File: src/include/ExUnit_defs.svh
// Width and fill constants for the execute stage; only a 64-bit data width is supported.
`ifndef EX_UNIT_DEFS_SVH
`define EX_UNIT_DEFS_SVH

// ~~~~~~~~~~~~~~~~~~~~
// Data width
// ~~~~~~~~~~~~~~~~~~~~

`define EX_DATA_W	64

// ~~~~~~~~~~~~~~~~~~~~
// Fill constants
// ~~~~~~~~~~~~~~~~~~~~

`define UV16_00		16'h0000
`define UV16_FF		16'hFFFF

`define UV32_00		32'h0000_0000
`define UV32_FF		32'hFFFF_FFFF

`define UV64_00		64'h0000_0000_0000_0000
`define UV64_FF		64'hFFFF_FFFF_FFFF_FFFF

`endif

File: src/ExPkg.sv
// Command and extension encodings for the execute stage; unlisted codes decode to a zero result.
package ExPkg;

	// ~~~~~~~~~~~~~~~~~~~~
	// Unit command
	// ~~~~~~~~~~~~~~~~~~~~

	typedef enum logic [7:0]
	{
		UCMD_NONE  = 8'h00,
		UCMD_ALU   = 8'h01,
		UCMD_SHIFT = 8'h02,
		UCMD_MULW  = 8'h03
	} exUCmd_t;

	// ~~~~~~~~~~~~~~~~~~~~
	// Per-unit extension codes
	// ~~~~~~~~~~~~~~~~~~~~

	typedef enum logic [2:0]
	{
		ALU_ADD = 3'd0,
		ALU_SUB = 3'd1,
		ALU_AND = 3'd2,
		ALU_OR  = 3'd3,
		ALU_XOR = 3'd4,
		ALU_SLT = 3'd5		// Signed compare, result in bit 0.
	} exAluOp_t;

	typedef enum logic [1:0]
	{
		SH_SHL = 2'd0,
		SH_SHR = 2'd1,
		SH_SAR = 2'd2
	} exShOp_t;

	typedef enum logic [3:0]
	{
		MULW_LANE0  = 4'd1,	// Lane 0 product, extended to 64 bits.
		MULW_LANE10 = 4'd3,
		MULW_LOW4   = 4'd4,
		MULW_HIGH4  = 4'd5
	} exMulMode_t;

endpackage

File: src/ExAluW.sv
// Registered 64-bit ALU; operation in idUIxt[2:0], codes 6 and 7 give zero, SLT compares as signed.
`timescale 1ns/100ps

`include "ExUnit_defs.svh"

module ExAluW
(
	input  logic                   clock,
	input  logic                   reset,
	input  logic [`EX_DATA_W-1:0]  valRs,
	input  logic [`EX_DATA_W-1:0]  valRt,
	input  logic [7:0]             idUIxt,
	input  logic                   exHold,
	output logic [`EX_DATA_W-1:0]  valRn
);

	import ExPkg::*;

	exAluOp_t               aluOp;
	logic                   isLess;
	logic [`EX_DATA_W-1:0]  aluNext;
	logic [`EX_DATA_W-1:0]  aluReg;

	// ~~~~~~~~~~~~~~~~~~~~
	// Operation decode
	// ~~~~~~~~~~~~~~~~~~~~

	assign aluOp  = exAluOp_t'(idUIxt[2:0]);
	assign isLess = $signed(valRs) < $signed(valRt);

	always_comb
	begin
		case (aluOp)
			ALU_ADD:
				aluNext = valRs + valRt;
			ALU_SUB:
				aluNext = valRs - valRt;
			ALU_AND:
				aluNext = valRs & valRt;
			ALU_OR:
				aluNext = valRs | valRt;
			ALU_XOR:
				aluNext = valRs ^ valRt;
			ALU_SLT:
				aluNext = {{(`EX_DATA_W-1){1'b0}}, isLess};
			default:
				aluNext = `UV64_00;
		endcase
	end

	// ~~~~~~~~~~~~~~~~~~~~
	// Result register
	// ~~~~~~~~~~~~~~~~~~~~

	always_ff @(posedge clock)
	begin
		if (reset)
		begin
			aluReg <= `UV64_00;
		end
		else if (!exHold)
		begin
			aluReg <= aluNext;	// Held while the pipeline stalls.
		end
	end

	assign valRn = aluReg;

endmodule

File: config.mk
export PLATFORM = sky130hd
export DESIGN_NAME = ExAluW
export DESIGN_NICKNAME = d
export VERILOG_FILES = /design/src/ExPkg.sv /design/src/ExAluW.sv
export VERILOG_INCLUDE_DIRS = /design/src /design/src/include
export SDC_FILE = /design/constraint.sdc
export NUM_CORES = 1
export LEC_CHECK = 0
export ABC_AREA = 1
export BUFFER_PORTS_ARGS = -buffer_cell sky130_fd_sc_hd__buf_2
export CORE_MARGIN = 5
export CORE_UTILIZATION = 60
export DETAILED_ROUTE_END_ITERATION = 10
export PLACE_DENSITY = 0.89
export SLEW_MARGIN = 20
export SYNTH_ARGS = -nofsm -noshare
export SYNTH_HDL_FRONTEND = slang
export SYNTH_SLANG_ARGS = --single-unit
File: constraint.sdc
create_clock -name clock -period 2.5 [get_ports clock]
set_input_delay 0.25 -clock clock [delete_from_list [all_inputs] [get_ports clock]]
set_output_delay 0.25 -clock clock [all_outputs]
set_load 0.1 [all_outputs]
==> metrics.txt <==
Leak Pwr 13.4 nW; GPL Wtd Cong 1.06; worst slew pin tran 0.855 ns; DP Area 0.0214 mm^2; outcome finished, violations left; worst-path maximum fanout 7; WP data arrival 2.70 ns; violated checks DRC; Setup WS post-layout 0.0768 ns; largest net degree at the start of global routing 65; Die X 180 um; commonest non-fill, non-tap cell in the layout nand2_1; Seq cells post-synth 64; first-pass GRT wire length 115000 um; minimum clock period 2.42 ns; CTS tree built; cell depth of the worst flop-to-flop path 2; via count 23600; RSZ-0062 raised after global routing true; Worst Path Required 2.78 ns; number of post-CTS setup repair buffers 0; syn_nets 3734; fmax 0.413 GHz; Num Clock Sinks 64; cells after synthesis 3392; Fin. Hold Viols 0; DRT iter0 DRCs 3102; Slew headroom 0.429; Die Ht 180 um; Worst Hold Class input port to flop; sw power 4.02 mW; Area Growth Syn to Fin 24.8%; vias in the first global route 22100; Yosys warning total 0; CTS Buf Count 9; power per cell area 350 mW/mm^2; Setup Slack @ Placement -0.160 ns; GRT Residual Overflow 0; CP most frequent cell nand2_1; clk_lat worst skew 0.34 ns; fin area 0.0217 mm^2; post-detailed-routing wire length 76300 um; Critical Path Max Stage Delay 0.40 ns; max reg flops 64; Final HPWL DP 64600 um; most frequent cells in the layout nand2_1 (1214), inv_1 (745), buf_4 (386); die area 0.0325 mm^2; Clk pwr share 0.180; R2R setup slack 1.76 ns; dpl cells 4271; Starting Density 0.607; post-synth cell types 39; critical path startpoint valRs[25]; Worst path slowest cell ha_1; mean area per synthesized cell 5.14 um^2; Final Skew 0 ns; P_int 3.58 mW; diode count 0; Worst Hold End valRn[0]; top cell type's share of synthesized area 0.262; Wirelength per Cell 17.8 um; Final setup viols 0; antenna violations before repair 3; H-tree depth 3; clk buf depth 2; cells along the critical path buf_2 > inv_1 > ha_1 > buf_4 > nand2_1 > nand2_1 > nand2_1 > nand2_1 > inv_1 > nand2_1 > a21oi_1 > nand2_1 > a21oi_1 > o21ai_0 > nand3_1 > nand2_1 > a21oi_1; worst r2r src valRn[44]; Synth Cell Area 0.0174 mm^2; sequential fraction of the synthesis area 0.0735; CP endpoint kind flop; Startpoint Class input port; # IOs 203; Worst Path Buf+Inv 4; Total Nets Final 4240; Overall Global Routing Usage 0.443; fillers 2450; Synth area leaders nand2_1 (26%), inv_1 (16%), ha_1 (14%); CTS root buffer clkbuf_16; maximum VDD drop 332 uV; Max Cap Viol 0; # port buffers 197; R2R Path End valRn[44]; fraction of layout cells with a size suffix above 1 0.201; First-pass DRT Iterations 11; DRC Markers 3; WP depth 17; Avg Vias per Cell 5.51; remaining antenna violation count 0; worst hold path startpoint idUIxt[1]; Worst Hold Depth 6; Setup CP Type input port to flop; Post-Layout Cell Count 4287; Slew Limit Fails 0; Cell Rows 62; post-layout util 0.757; delay-heaviest family, CP simple AND/OR/NAND/NOR gates; core area 0.0287 mm^2; clock slew at reported path FFs 0.07 ns; sequential share of power 0.148; top cell type by total area after synthesis nand2_1; power share of the combinational group 0.672; fin crit share 0.969; Sw Ratio 0.529; # hold bufs at CTS 0
cell usage after synthesis, drive strengths merged:
cell type,number
o211ai,1
o221ai,8
buf,71
nor2,275
nand4,22
or2,2
xor2,10
a221oi,1
nand2,1243
clkinv,3
and2,7
xnor2,2
nor3,30
o31ai,1
o21bai,8
dfxtp,64
a31oi,1
a22oi,1
o22ai,65
inv,781
a211oi,1
clkbuf,31
nand3,240
fa,2
o21ai,75
ha,201
a21oi,246
worst reg2reg max path, cell delays in order, from the launching register on:
cell and delay [ns]:
dfxtp_1 0.35, nand2_1 0.07, a21oi_1 0.23
per-layer routing:
layer	track usage	up-vias	part of all wire
li1	-	11300	-
met1	0.573	10400	0.39
met2	0.686	1636	0.41
met3	0.130	345	0.15
met4	0.194	6	0.053
met5	0	-	0.00052
power by group through the flow:
stage	logic (mW)	clock network [mW]	registers [mW]
final	5.11	1.37	1.13
after global routing	5.43	1.41	1.13
after global placement	4.78	0	1.14
after detailed placement	4.87	0	1.15
after CTS	4.89	1.36	1.12
after floorplan	2.48	0	1.63
layout make-up:
cell class,count,area (um^2),area share
flip-flops and latches,64,1280,0.0590
well taps,384,480,0.0221
clock buffers,9,225,0.0104
multi-input cells,2442,12600,0.578
inverters,784,2940,0.135
clock inverters,7,72.6,0.00334
repair buffers,597,4160,0.192
cell families after synthesis:
logic type | after synthesis | synth area share
AO/OA/AOI/OAI | 408 | 0.126
XOR/XNOR | 12 | 0.00603
buffers and inverters | 886 | 0.208
adder cells (fa/ha/maj) | 203 | 0.147
flip-flops | 64 | 0.0735
AND/OR/NAND/NOR | 1819 | 0.439
stage by stage:
stage	TNS, ns	hold WS [ns]	total power, mW
2_1_floorplan	0	0.459	4.11
3_3_place_gp	-0.419	0.450	5.92
3_5_place_dp	-2.11	0.455	6.02
4_1_cts	0	0.392	7.38
5_1_grt	-0.00232	0.414	7.98
6_report	0	0.389	7.61
how the worst max path moves through the flow:
stage | endpoint
after detailed placement | valRn[47]
after CTS | valRn[47]
after global placement | valRn[59]
after global routing | valRn[57]
after floorplan | valRn[0]
final | valRn[28]
timing repair:
action                     in CTS  in global routing
setup endpoints to repair       0                 13
resized for setup               0                 12
hold endpoints to repair        0                  0
(Power assumes the default switching activity.)
