## config.mk

```make
export PLATFORM = sky130hd
export DESIGN_NAME = ExMulW
export DESIGN_NICKNAME = d
export VERILOG_FILES = /design/src/ExPkg.sv /design/src/ExMulW.sv
export VERILOG_INCLUDE_DIRS = /design/src /design/src/include
export SDC_FILE = /design/constraint.sdc
export NUM_CORES = 2
export LEC_CHECK = 0
export BUFFER_PORTS_ARGS = -buffer_cell sky130_fd_sc_hd__buf_2
export CAP_MARGIN = 20
export CORE_UTILIZATION = 45
export DETAILED_ROUTE_END_ITERATION = 6
export GPL_TIMING_DRIVEN = 0
export SLEW_MARGIN = 30
export SYNTH_ARGS = -nofsm -noshare
export SYNTH_HDL_FRONTEND = slang
export SYNTH_SLANG_ARGS = --single-unit
```

## constraint.sdc

```tcl
create_clock -name clock -period 9.8 [get_ports clock]
set_input_delay 0.49 -clock clock [delete_from_list [all_inputs] [get_ports clock]]
set_output_delay 0.49 -clock clock [all_outputs]
set_load 0.02 [all_outputs]
```

## src/include/ExUnit_defs.svh

```systemverilog
// Width and fill constants for the execute stage; only a 64-bit data width is supported.
`ifndef EX_UNIT_DEFS_SVH
`define EX_UNIT_DEFS_SVH

// ~~~~~~~~~~~~~~~~~~~~
// Data width
// ~~~~~~~~~~~~~~~~~~~~

`define EX_DATA_W	64

// ~~~~~~~~~~~~~~~~~~~~
// Fill constants
// ~~~~~~~~~~~~~~~~~~~~

`define UV16_00		16'h0000
`define UV16_FF		16'hFFFF

`define UV32_00		32'h0000_0000
`define UV32_FF		32'hFFFF_FFFF

`define UV64_00		64'h0000_0000_0000_0000
`define UV64_FF		64'hFFFF_FFFF_FFFF_FFFF

`endif

```

## src/ExPkg.sv

```systemverilog
// Command and extension encodings for the execute stage; unlisted codes decode to a zero result.
package ExPkg;

	// ~~~~~~~~~~~~~~~~~~~~
	// Unit command
	// ~~~~~~~~~~~~~~~~~~~~

	typedef enum logic [7:0]
	{
		UCMD_NONE  = 8'h00,
		UCMD_ALU   = 8'h01,
		UCMD_SHIFT = 8'h02,
		UCMD_MULW  = 8'h03
	} exUCmd_t;

	// ~~~~~~~~~~~~~~~~~~~~
	// Per-unit extension codes
	// ~~~~~~~~~~~~~~~~~~~~

	typedef enum logic [2:0]
	{
		ALU_ADD = 3'd0,
		ALU_SUB = 3'd1,
		ALU_AND = 3'd2,
		ALU_OR  = 3'd3,
		ALU_XOR = 3'd4,
		ALU_SLT = 3'd5		// Signed compare, result in bit 0.
	} exAluOp_t;

	typedef enum logic [1:0]
	{
		SH_SHL = 2'd0,
		SH_SHR = 2'd1,
		SH_SAR = 2'd2
	} exShOp_t;

	typedef enum logic [3:0]
	{
		MULW_LANE0  = 4'd1,	// Lane 0 product, extended to 64 bits.
		MULW_LANE10 = 4'd3,
		MULW_LOW4   = 4'd4,
		MULW_HIGH4  = 4'd5
	} exMulMode_t;

endpackage

```

## src/ExMulW.sv

```systemverilog
// Four-lane 16x16 multiply; mode idUIxt[4:1], unsigned if idUIxt[0], packed after the register.
`timescale 1ns/100ps

`include "ExUnit_defs.svh"

module ExMulW
(
	input  logic                   clock,
	input  logic                   reset,
	input  logic [`EX_DATA_W-1:0]  valRs,
	input  logic [`EX_DATA_W-1:0]  valRt,
	input  logic [7:0]             idUIxt,
	input  logic                   exHold,
	output logic [`EX_DATA_W-1:0]  valRn
);

	import ExPkg::*;

	logic              isUnsigned;
	logic [3:0][31:0]  rsExt;
	logic [3:0][31:0]  rtExt;

	logic [3:0][31:0]  prodReg;
	logic [3:0]        modeReg;
	logic              unsignedReg;

	// ~~~~~~~~~~~~~~~~~~~~
	// Lane split and extension
	// ~~~~~~~~~~~~~~~~~~~~

	assign isUnsigned = idUIxt[0];

	always_comb
	begin
		for (int i = 0; i < 4; i++)
		begin
			rsExt[i] = {(valRs[16*i+15] && !isUnsigned) ? `UV16_FF : `UV16_00,
				valRs[16*i +: 16]};
			rtExt[i] = {(valRt[16*i+15] && !isUnsigned) ? `UV16_FF : `UV16_00,
				valRt[16*i +: 16]};
		end
	end

	// ~~~~~~~~~~~~~~~~~~~~
	// Product and code registers
	// ~~~~~~~~~~~~~~~~~~~~

	always_ff @(posedge clock)
	begin
		if (!exHold)
		begin
			for (int i = 0; i < 4; i++)
			begin
				prodReg[i] <= rsExt[i] * rtExt[i];	// Low 32 bits are exact for both signs.
			end
		end
	end

	always_ff @(posedge clock)
	begin
		if (reset)
		begin
			modeReg     <= 4'h0;
			unsignedReg <= 1'b0;
		end
		else if (!exHold)
		begin
			modeReg     <= idUIxt[4:1];
			unsignedReg <= isUnsigned;
		end
	end

	// ~~~~~~~~~~~~~~~~~~~~
	// Result packing
	// ~~~~~~~~~~~~~~~~~~~~

	always_comb
	begin
		case (exMulMode_t'(modeReg))
			MULW_LANE0:
				valRn = {(prodReg[0][31] && !unsignedReg) ? `UV32_FF : `UV32_00,
					prodReg[0]};
			MULW_LANE10:
				valRn = {prodReg[1], prodReg[0]};
			MULW_LOW4:
				valRn = {
					prodReg[3][15:0],
					prodReg[2][15:0],
					prodReg[1][15:0],
					prodReg[0][15:0]};
			MULW_HIGH4:
				valRn = {
					prodReg[3][31:16],
					prodReg[2][31:16],
					prodReg[1][31:16],
					prodReg[0][31:16]};
			default:
				valRn = `UV64_00;		// Unused packing codes.
		endcase
	end

endmodule

```

==> results.yml <==
clocking:
  cts_tree: "done"
  cts_sinks: 133
  postCtsSetupBuffers: 0
  post_cts_resized: 0
  clockBufferDepth: 2
  cts_root_buffer: "clkbuf_16"
  clk_pin_slew_ps: 60
  clk_latency_ps: 430
  numCtsBuffers: 17
  ctsHoldBuffers: 0
  htree_levels: 4
placement:
  dp_hpwl_mm: 140.4
  gp_congestion: 0.9384
  portBuffers: 187
timing:
  fin_setup_tns_ps: 0
  final_hold_viol_count: 0
  slew_headroom_pct: 31.32
  setup_viol: 0
  rsz0062_at_grt: "false"
  worstMarginPinSlew_ps: 1030
  drv_slew: 0
  min_period_ps: 9182
  fmax_mhz: 108.9
  fin_worst_skew_ps: 0
  finalCritPeriodShare_pct: 93.69
critical_path:
  critical-path-max-stage-delay_ps: 690
  crit_required_ps: 9950
  crit_path_max_fanout: 10
  worstPathArrival_ps: 9330
  critPathCaptureType: "register"
  crit_buf_inv: 7
  startpoint_type: "input pin"
  crit_family: "adder cells"
  crit_slowest_cell: "fa_1"
  path_common_cell: "fa_1"
  path_class: "input pin to register"
global_route:
  grt_pass1_vias: 43180
  grtUsageMet3_pct: 6.242
  grt_use_met1_pct: 37.69
  grt_max_degree: 76
  use_met2_pct: 42.50
  gr-max-usage-layer: "met2"
  grt_pass1_wl_mm: 255.1
  antenna_found_initial: 20
  gr-total-overflow: 0
  global_route.usage.total_pct: 26.95
synth:
  synth_compound_area_share_pct: 4.927
  syn_inst: 5691
  async_flop_share_pct: 0
  syn_area_um2: 55990
  yosysSeqAreaShare_pct: 7.044
  postSynthNetCount: 7679
  synthAdderAreaFrac_pct: 59.22
  synth_edf_count: 128
  synth_top_family_by_area: "adder cells"
  synth_warnings: 0
  yosys.area_share.xor_xnor_pct: 4.364
  ys_seq_elements: 133
  muxShareOfSynthArea_pct: 0.08939
  synthFlopType: "edfxtp_1"
  syn_area_per_cell_um2: 9.839
  synth-simple-area-share_pct: 14.00
  yosysUniqueCellTypes: 68
routing:
  postRouteAntennaNets: 0
  wire_per_inst_um: 21.39
  avgViaCountPerCell: 5.190
  first_pass_iters: 7
  drc: 6
  num_vias: 39230
  drtIter0Drc: 2859
  wl_mm: 161.7
layout:
  syn_to_final_growth_pct: 6.570
  final_common_cell: "inv_1"
  final_cell_mix: "inv_1 (1343), fa_1 (1335), and2_1 (781)"
  nets: 7895
  drive_above_1_share_pct: 4.459
die:
  rows: 129
  die_width_um: 354.7
  chipHeight_um: 354.7
  io_pins: 203
  initial_core_util_pct: 45.29
  die_area_um2: 125800
  core_area_um2: 123600
min_path:
  hold_path_class: "input pin to register"
run:
  maxCapViolations: 0
status:
  violations: "DRC"
  outcome: "finished, violations left"
## logic make-up (layout without fill, tap and decap cells)
group                    count (synthesis)  in the layout
AND/OR/NAND/NOR                       1476           1476
adder cells (fa/ha/maj)               1849           1849
buffers and inverters                 1545           1774
flip-flops                             133            133
other                                    0              1
multiplexers                             5              5
XOR/XNOR                               279            279
AO/OA/AOI/OAI                          404            404
## worst register-to-register path, delay by kind of cell, from the launching register on
kind / cells / cell delay [ps]
DFF: 1 / 550
and+or+nand+nor: 1 / 110
muxes: 1 / 130
## stage by stage
step | instances | setup slack, ps | cell area, µm² | hold WS, ps | util [%]
finish | 7558 | 618.5 | 59670 | 290.6 | 48.26
global route | 7558 | 98.41 | 59670 | 300.0 | 48.26
CTS | 7552 | 585.0 | 59640 | 277.7 | 48.24
detailed placement | 7520 | 177.5 | 59040 | 541.0 | 47.75
global placement | 7515 | 133.3 | 58980 | 547.2 | 47.70
floorplan | 5691 | 2313 | 55990 | 464.9 | -
## cell usage after synthesis (all sizes together), types with 15 or more instances
cell type | number | area (µm²)
ha | 514 | 6431
o21ai | 42 | 210.2
nor2 | 83 | 311.6
a22oi | 36 | 270.3
inv | 1344 | 5045
xnor2 | 238 | 2085
a21oi | 126 | 641.9
nand3 | 42 | 210.2
clkbuf | 195 | 733.2
nand2 | 460 | 1727
xor2 | 41 | 359.1
and2 | 782 | 4892
nor2b | 27 | 168.9
o21a | 15 | 112.6
a21o | 57 | 429.2
a22o | 16 | 140.1
edfxtp | 128 | 3844
a222oi | 16 | 160.2
or2 | 15 | 93.84
o21bai | 21 | 157.7
nand2b | 17 | 106.4
fa | 1335 | 26730
and3 | 15 | 93.84
## metal layers
metal | vias to the layer above | wire (µm)
met5 | - | 27
met3 | 203 | 12950
met4 | 4 | 4262
li1 | 17440 | -
met1 | 20370 | 70280
met2 | 1218 | 74140
## state kept, by name, indices dropped and copies added, names as in the netlist
signal,flops
unsignedReg,1
prodReg,128
modeReg,4
## worst paths after layout
kind	startpoint	to	slack [ps]	depth (start not counted)
worst min-delay path	idUIxt[4]	modeReg[3]$_SDFFE_PP0N_	290	3
worst max-delay path	idUIxt[0]	prodReg[31]$_DFFE_PN_	620	26
worst min register to register	unsignedReg$_SDFFE_PP0N_	unsignedReg$_SDFFE_PP0N_	570	2
worst max register to register	modeReg[1]$_SDFFE_PP0N_	modeReg[1]$_SDFFE_PP0N_	8960	2
## cell type report
type | count | area, µm²
Fill cell | 11780 | 63970
Multi-Input combinational cell | 4013 | 46250
Inverter | 1344 | 5052
Sequential cell | 133 | 3944
Tap cell | 1637 | 2048
Timing Repair Buffer | 197 | 1008
Buffer | 201 | 758.2
Clock buffer | 17 | 425.4
Clock inverter | 15 | 180.2
Antenna cell | 1 | 2.502
Power is not shown: default switching activity piles up to over one toggle a cycle in this logic, so the estimate is an artifact.
