$ cat config.mk
export PLATFORM = sky130hd
export DESIGN_NAME = ExShiftW
export DESIGN_NICKNAME = d
export VERILOG_FILES = /design/src/ExPkg.sv /design/src/ExShiftW.sv
export VERILOG_INCLUDE_DIRS = /design/src /design/src/include
export SDC_FILE = /design/constraint.sdc
export NUM_CORES = 1
export LEC_CHECK = 0
export BUFFER_PORTS_ARGS = -buffer_cell sky130_fd_sc_hd__buf_2
export CORE_MARGIN = 5
export CORE_UTILIZATION = 30
export DETAILED_ROUTE_END_ITERATION = 10
export REMOVE_ABC_BUFFERS = 1
export SKIP_LAST_GASP = 1
export SLEW_MARGIN = 20
export SYNTH_ARGS = -nofsm -noshare
export SYNTH_HDL_FRONTEND = slang
export SYNTH_SLANG_ARGS = --single-unit
$ cat constraint.sdc
create_clock -name clock -period 3.3 [get_ports clock]
set_input_delay 0.66 -clock clock [delete_from_list [all_inputs] [get_ports clock]]
set_output_delay 0.66 -clock clock [all_outputs]
set_load 0.02 [all_outputs]
$ cat src/include/ExUnit_defs.svh
// Width and fill constants for the execute stage; only a 64-bit data width is supported.
`ifndef EX_UNIT_DEFS_SVH
`define EX_UNIT_DEFS_SVH

// ~~~~~~~~~~~~~~~~~~~~
// Data width
// ~~~~~~~~~~~~~~~~~~~~

`define EX_DATA_W	64

// ~~~~~~~~~~~~~~~~~~~~
// Fill constants
// ~~~~~~~~~~~~~~~~~~~~

`define UV16_00		16'h0000
`define UV16_FF		16'hFFFF

`define UV32_00		32'h0000_0000
`define UV32_FF		32'hFFFF_FFFF

`define UV64_00		64'h0000_0000_0000_0000
`define UV64_FF		64'hFFFF_FFFF_FFFF_FFFF

`endif

$ cat src/ExPkg.sv
// Command and extension encodings for the execute stage; unlisted codes decode to a zero result.
package ExPkg;

	// ~~~~~~~~~~~~~~~~~~~~
	// Unit command
	// ~~~~~~~~~~~~~~~~~~~~

	typedef enum logic [7:0]
	{
		UCMD_NONE  = 8'h00,
		UCMD_ALU   = 8'h01,
		UCMD_SHIFT = 8'h02,
		UCMD_MULW  = 8'h03
	} exUCmd_t;

	// ~~~~~~~~~~~~~~~~~~~~
	// Per-unit extension codes
	// ~~~~~~~~~~~~~~~~~~~~

	typedef enum logic [2:0]
	{
		ALU_ADD = 3'd0,
		ALU_SUB = 3'd1,
		ALU_AND = 3'd2,
		ALU_OR  = 3'd3,
		ALU_XOR = 3'd4,
		ALU_SLT = 3'd5		// Signed compare, result in bit 0.
	} exAluOp_t;

	typedef enum logic [1:0]
	{
		SH_SHL = 2'd0,
		SH_SHR = 2'd1,
		SH_SAR = 2'd2
	} exShOp_t;

	typedef enum logic [3:0]
	{
		MULW_LANE0  = 4'd1,	// Lane 0 product, extended to 64 bits.
		MULW_LANE10 = 4'd3,
		MULW_LOW4   = 4'd4,
		MULW_HIGH4  = 4'd5
	} exMulMode_t;

endpackage

$ cat src/ExShiftW.sv
// Registered 64-bit shifter; kind in idUIxt[1:0], amount is valRt[5:0], code 3 gives zero.
`timescale 1ns/100ps

`include "ExUnit_defs.svh"

module ExShiftW
(
	input  logic                   clock,
	input  logic                   reset,
	input  logic [`EX_DATA_W-1:0]  valRs,
	input  logic [`EX_DATA_W-1:0]  valRt,
	input  logic [7:0]             idUIxt,
	input  logic                   exHold,
	output logic [`EX_DATA_W-1:0]  valRn
);

	import ExPkg::*;

	exShOp_t                shOp;
	logic [5:0]             shAmt;
	logic [`EX_DATA_W-1:0]  signFill;
	logic [`EX_DATA_W-1:0]  shNext;
	logic [`EX_DATA_W-1:0]  shReg;

	assign shOp     = exShOp_t'(idUIxt[1:0]);
	assign shAmt    = valRt[5:0];
	assign signFill = valRs[63] ? `UV64_FF : `UV64_00;

	// ~~~~~~~~~~~~~~~~~~~~
	// Shift select
	// ~~~~~~~~~~~~~~~~~~~~

	always_comb
	begin
		case (shOp)
			SH_SHL:
				shNext = valRs << shAmt;
			SH_SHR:
				shNext = valRs >> shAmt;
			SH_SAR:
				shNext = (valRs >> shAmt) | (signFill & ~(`UV64_FF >> shAmt));	// Vacated bits take the sign.
			default:
				shNext = `UV64_00;
		endcase
	end

	// ~~~~~~~~~~~~~~~~~~~~
	// Result register
	// ~~~~~~~~~~~~~~~~~~~~

	always_ff @(posedge clock)
	begin
		if (reset)
		begin
			shReg <= `UV64_00;
		end
		else if (!exHold)
		begin
			shReg <= shNext;
		end
	end

	assign valRn = shReg;

endmodule

==> results.py <==
metrics = {
    "status": {
        "status": "finished clean",
    },
    "detailed_routing": {
        "vias": 16796,
        "firstDrtPassIters": 7,
        "avgViaCountPerCell": 6.912,
        "ant_nets": 0,
        "drtIter0Drc": 2752,
        "wl_per_cell_um": 39.99,
        "drc": 0,
        "routed_wl_mm": 97.18,
    },
    "timing": {
        "skew_ns": 0,
        "tightest_slew_ns": 0.8735,
        "slew_viol_final": 0,
        "period_needed_ns": 3.155,
        "setup_viol": 0,
        "rsz0062_at_grt": "false",
        "relSlewSlack_pct": 41.55,
        "fin_crit_sh_pct": 95.62,
        "finalHoldViolCount": 0,
        "max_freq_ghz": 0.3169,
    },
    "cts": {
        "cts_sinks": 64,
        "root_buffer": "clkbuf_16",
        "cts_buffer_depth": 2,
        "cts-htree-levels": 3,
        "path_clk_slew_ns": 0.07,
        "clock_latency_ns": 0.37,
        "cts_tree": "built",
        "postCtsSetupBuffers": 0,
        "numCtsBuffers": 9,
        "cts_hold_buf": 0,
        "cts_resized": 0,
    },
    "floorplan": {
        "die_area_mm2": 0.04692,
        "initial_core_util_pct": 30.40,
        "ios": 203,
        "die_x_um": 216.6,
        "die_h_um": 216.6,
        "placement_rows": 75,
        "core_area_mm2": 0.04213,
    },
    "critical_path": {
        "worst_path_largest_cell_delay_ns": 0.74,
        "cp_num_buf_inv": 4,
        "reg2reg_to": "valRn[50]",
        "reg2regPathDepth": 5,
        "worstPathMaxFanout": 25,
        "rrSetupSlack_ns": 1.73,
        "cp_common_cell": "buf_4",
        "required_ns": 3.58,
        "crit_path_end_kind": "flip-flop",
        "critPathKind": "input port to flip-flop",
        "cp_slowest_cell": "nor2_1",
        "crit_chain": "buf_2, buf_4, buf_4, nand2_1, nor2_1, buf_4, nand2_1, o211ai_1, nor4_1, a221oi_1",
        "start_kind": "input port",
        "path_delay_family": "simple AND/OR/NAND/NOR gates",
        "cp.arrival_ns": 3.44,
        "r2r-start": "valRn[50]",
    },
    "logic_synthesis": {
        "synth_flop_cell": "dfxtp_1",
        "yosys_warnings": 0,
        "synthTopCellsByArea": "mux4_2 (18%), dfxtp_1 (10%), mux2i_1 (9.8%), mux2_2 (5.7%), nor2_1 (5.5%)",
        "netlist.area_leader.share_pct": 18.11,
        "syn_area_mm2": 0.01281,
        "synth_top_area_cell": "mux4_2",
        "synth_edf_count": 0,
        "synth_sequential_area_ratio_pct": 10.00,
        "syn-instance-count": 1569,
        "async_reset_ff_share_pct": 0,
        "ys_ff_latch": 64,
        "netlist-cell-type-count": 79,
        "synth.avg_cell_area_um2": 8.163,
    },
    "hold_path": {
        "hold_depth": 2,
        "hold_end": "valRn[38]",
        "min-delay-path-class": "flip-flop to flip-flop",
        "hp-start": "valRn[38]",
    },
    "grt": {
        "grt_first_pass_wirelength_mm": 133.1,
        "first_global_vias": 15920,
        "grt_start_max_net_pins": 42,
        "antenna_found_initial": 4,
        "gr-usage-all-layers_pct": 40.04,
        "overflow": 0,
    },
    "power_and_ir_drop": {
        "peakVddDrop_uv": 271.8,
        "leakage_nw": 6.663,
        "power_density_mw_per_mm2": 306.3,
    },
    "layout": {
        "area_growth_syn_to_layout_pct": 28.49,
        "drive_gt1_share_pct": 35.56,
        "postLayoutCellArea_mm2": 0.01646,
        "final_util_pct": 39.06,
        "nNetsFinal": 2022,
        "multi_input_comb_area_mm2": 0.01063,
        "num-fill-cells": 4409,
        "largest_register_ffs": 64,
        "seq_area_mm2": 0.001281,
    },
    "place": {
        "hpwlAfterDp_mm": 77.91,
        "io_buffers": 138,
        "post_dp_cell_area_mm2": 0.01616,
        "gp_congestion": 1.054,
    },
    "job": {
        "max-cap-violations": 0,
    },
}
power by group:
group	internal, mW	switching (mW)
logic	1.16	1.93
registers	0.813	0.0371
clock network	0.600	0.494
Yosys cell counts, types with 13 or more instances:
| cell type | instances |
|---|---|
| a211oi_1 | 39 |
| a31oi_1 | 16 |
| o21ai_0 | 90 |
| dfxtp_1 | 64 |
| buf_1 | 21 |
| mux4_2 | 103 |
| nand2b_1 | 18 |
| buf_4 | 16 |
| nor4_1 | 14 |
| mux2i_1 | 125 |
| a211o_1 | 13 |
| nand3_1 | 40 |
| o221ai_1 | 29 |
| clkbuf_1 | 68 |
| a221oi_1 | 29 |
| nor3_1 | 29 |
| nand2_1 | 161 |
| buf_2 | 42 |
| o211ai_1 | 17 |
| mux4_1 | 21 |
| nor2_1 | 187 |
| o22ai_1 | 39 |
| or3_1 | 14 |
| mux2_2 | 65 |
| a21oi_1 | 93 |
per-stage QoR:
stage / setup TNS [ns] / power [mW] / worst slack, ns / instances / hold slack, ns
floorplan: -38.18 / 2.095 / -0.9856 / 1404 / 0.5458
global placement: -0.07668 / 3.837 / -0.03623 / 2411 / 0.4503
detailed placement: -0.006669 / 3.829 / -0.003541 / 2411 / 0.4429
CTS: 0 / 4.906 / 0.3615 / 2426 / 0.4635
global route: 0 / 5.110 / 0.1534 / 2426 / 0.5184
finish: 0 / 5.040 / 0.1445 / 2430 / 0.4680
layout make-up:
type / instances / area share [%]
multi-input combinational: 1328 / 64.58
clock inverter: 4 / 0.2737
timing repair buffer: 468 / 21.43
antenna: 4 / 0.06083
sequential: 64 / 7.786
tap: 539 / 4.098
clock buffer: 11 / 1.475
inverter: 12 / 0.3041
worst min-delay path: cells and delay by family (launching register included):
family | cells | cell delay (ns)
DFF | 1 | 0.32
AOI/OAI and AO/OA | 1 | 0.06
and+or+nand+nor | 1 | 0.05
cell families after synthesis:
logic type,Yosys count,synth area share (%)
AND/OR/NAND/NOR,514,17.78
AO/OA/AOI/OAI,497,26.98
multiplexers,315,38.02
buffers and inverters,177,7.073
flip-flops,64,10.00
XOR/XNOR,2,0.1368
layer usage:
| layer | GRT usage, % | vias up | routed length (µm) |
|---|---|---|---|
| met3 | 10.13 | 264 | 10760 |
| met2 | 58.30 | 1242 | 40480 |
| li1 | - | 6872 | - |
| met4 | 18.40 | 4 | 5610 |
| met5 | 0 | - | 30 |
| met1 | 55.68 | 8414 | 40300 |
layout by cell type, fill, tap and decap left out, drive strengths merged, types with 7 or more instances in the layout:
cell type | synthesis | final
o22ai | 39 | 39
a22oi | 12 | 12
o21a | 8 | 8
clkbuf | 71 | 12
o21ai | 92 | 92
nand3 | 40 | 40
nor2 | 188 | 188
nand2b | 18 | 18
mux2i | 125 | 125
mux4 | 124 | 124
nor3 | 29 | 29
a211oi | 40 | 40
and3 | 8 | 8
buf | 92 | 467
and2 | 12 | 12
o31ai | 7 | 7
nor2b | 9 | 9
dfxtp | 64 | 64
o211ai | 17 | 17
mux2 | 66 | 66
nand2 | 161 | 161
a32oi | 11 | 11
a311oi | 7 | 7
o221ai | 29 | 29
a221oi | 29 | 29
nor4 | 14 | 14
o32ai | 9 | 9
or2 | 8 | 8
a211o | 13 | 13
inv | 10 | 10
a21o | 7 | 7
a31oi | 16 | 16
or3 | 14 | 14
a21oi | 93 | 93
worst max-delay path by stage:
stage          startpoint         to  cells after the start
2_1_floorplan    valRt[2]  valRn[40]                      5
3_3_place_gp     valRt[0]  valRn[33]                      9
3_5_place_dp     valRt[4]  valRn[11]                     10
4_1_cts          valRt[4]  valRn[11]                     10
5_1_grt          valRt[4]  valRn[11]                     10
6_report         valRt[4]   valRn[5]                     10
Power figures use the tool's default switching activity.
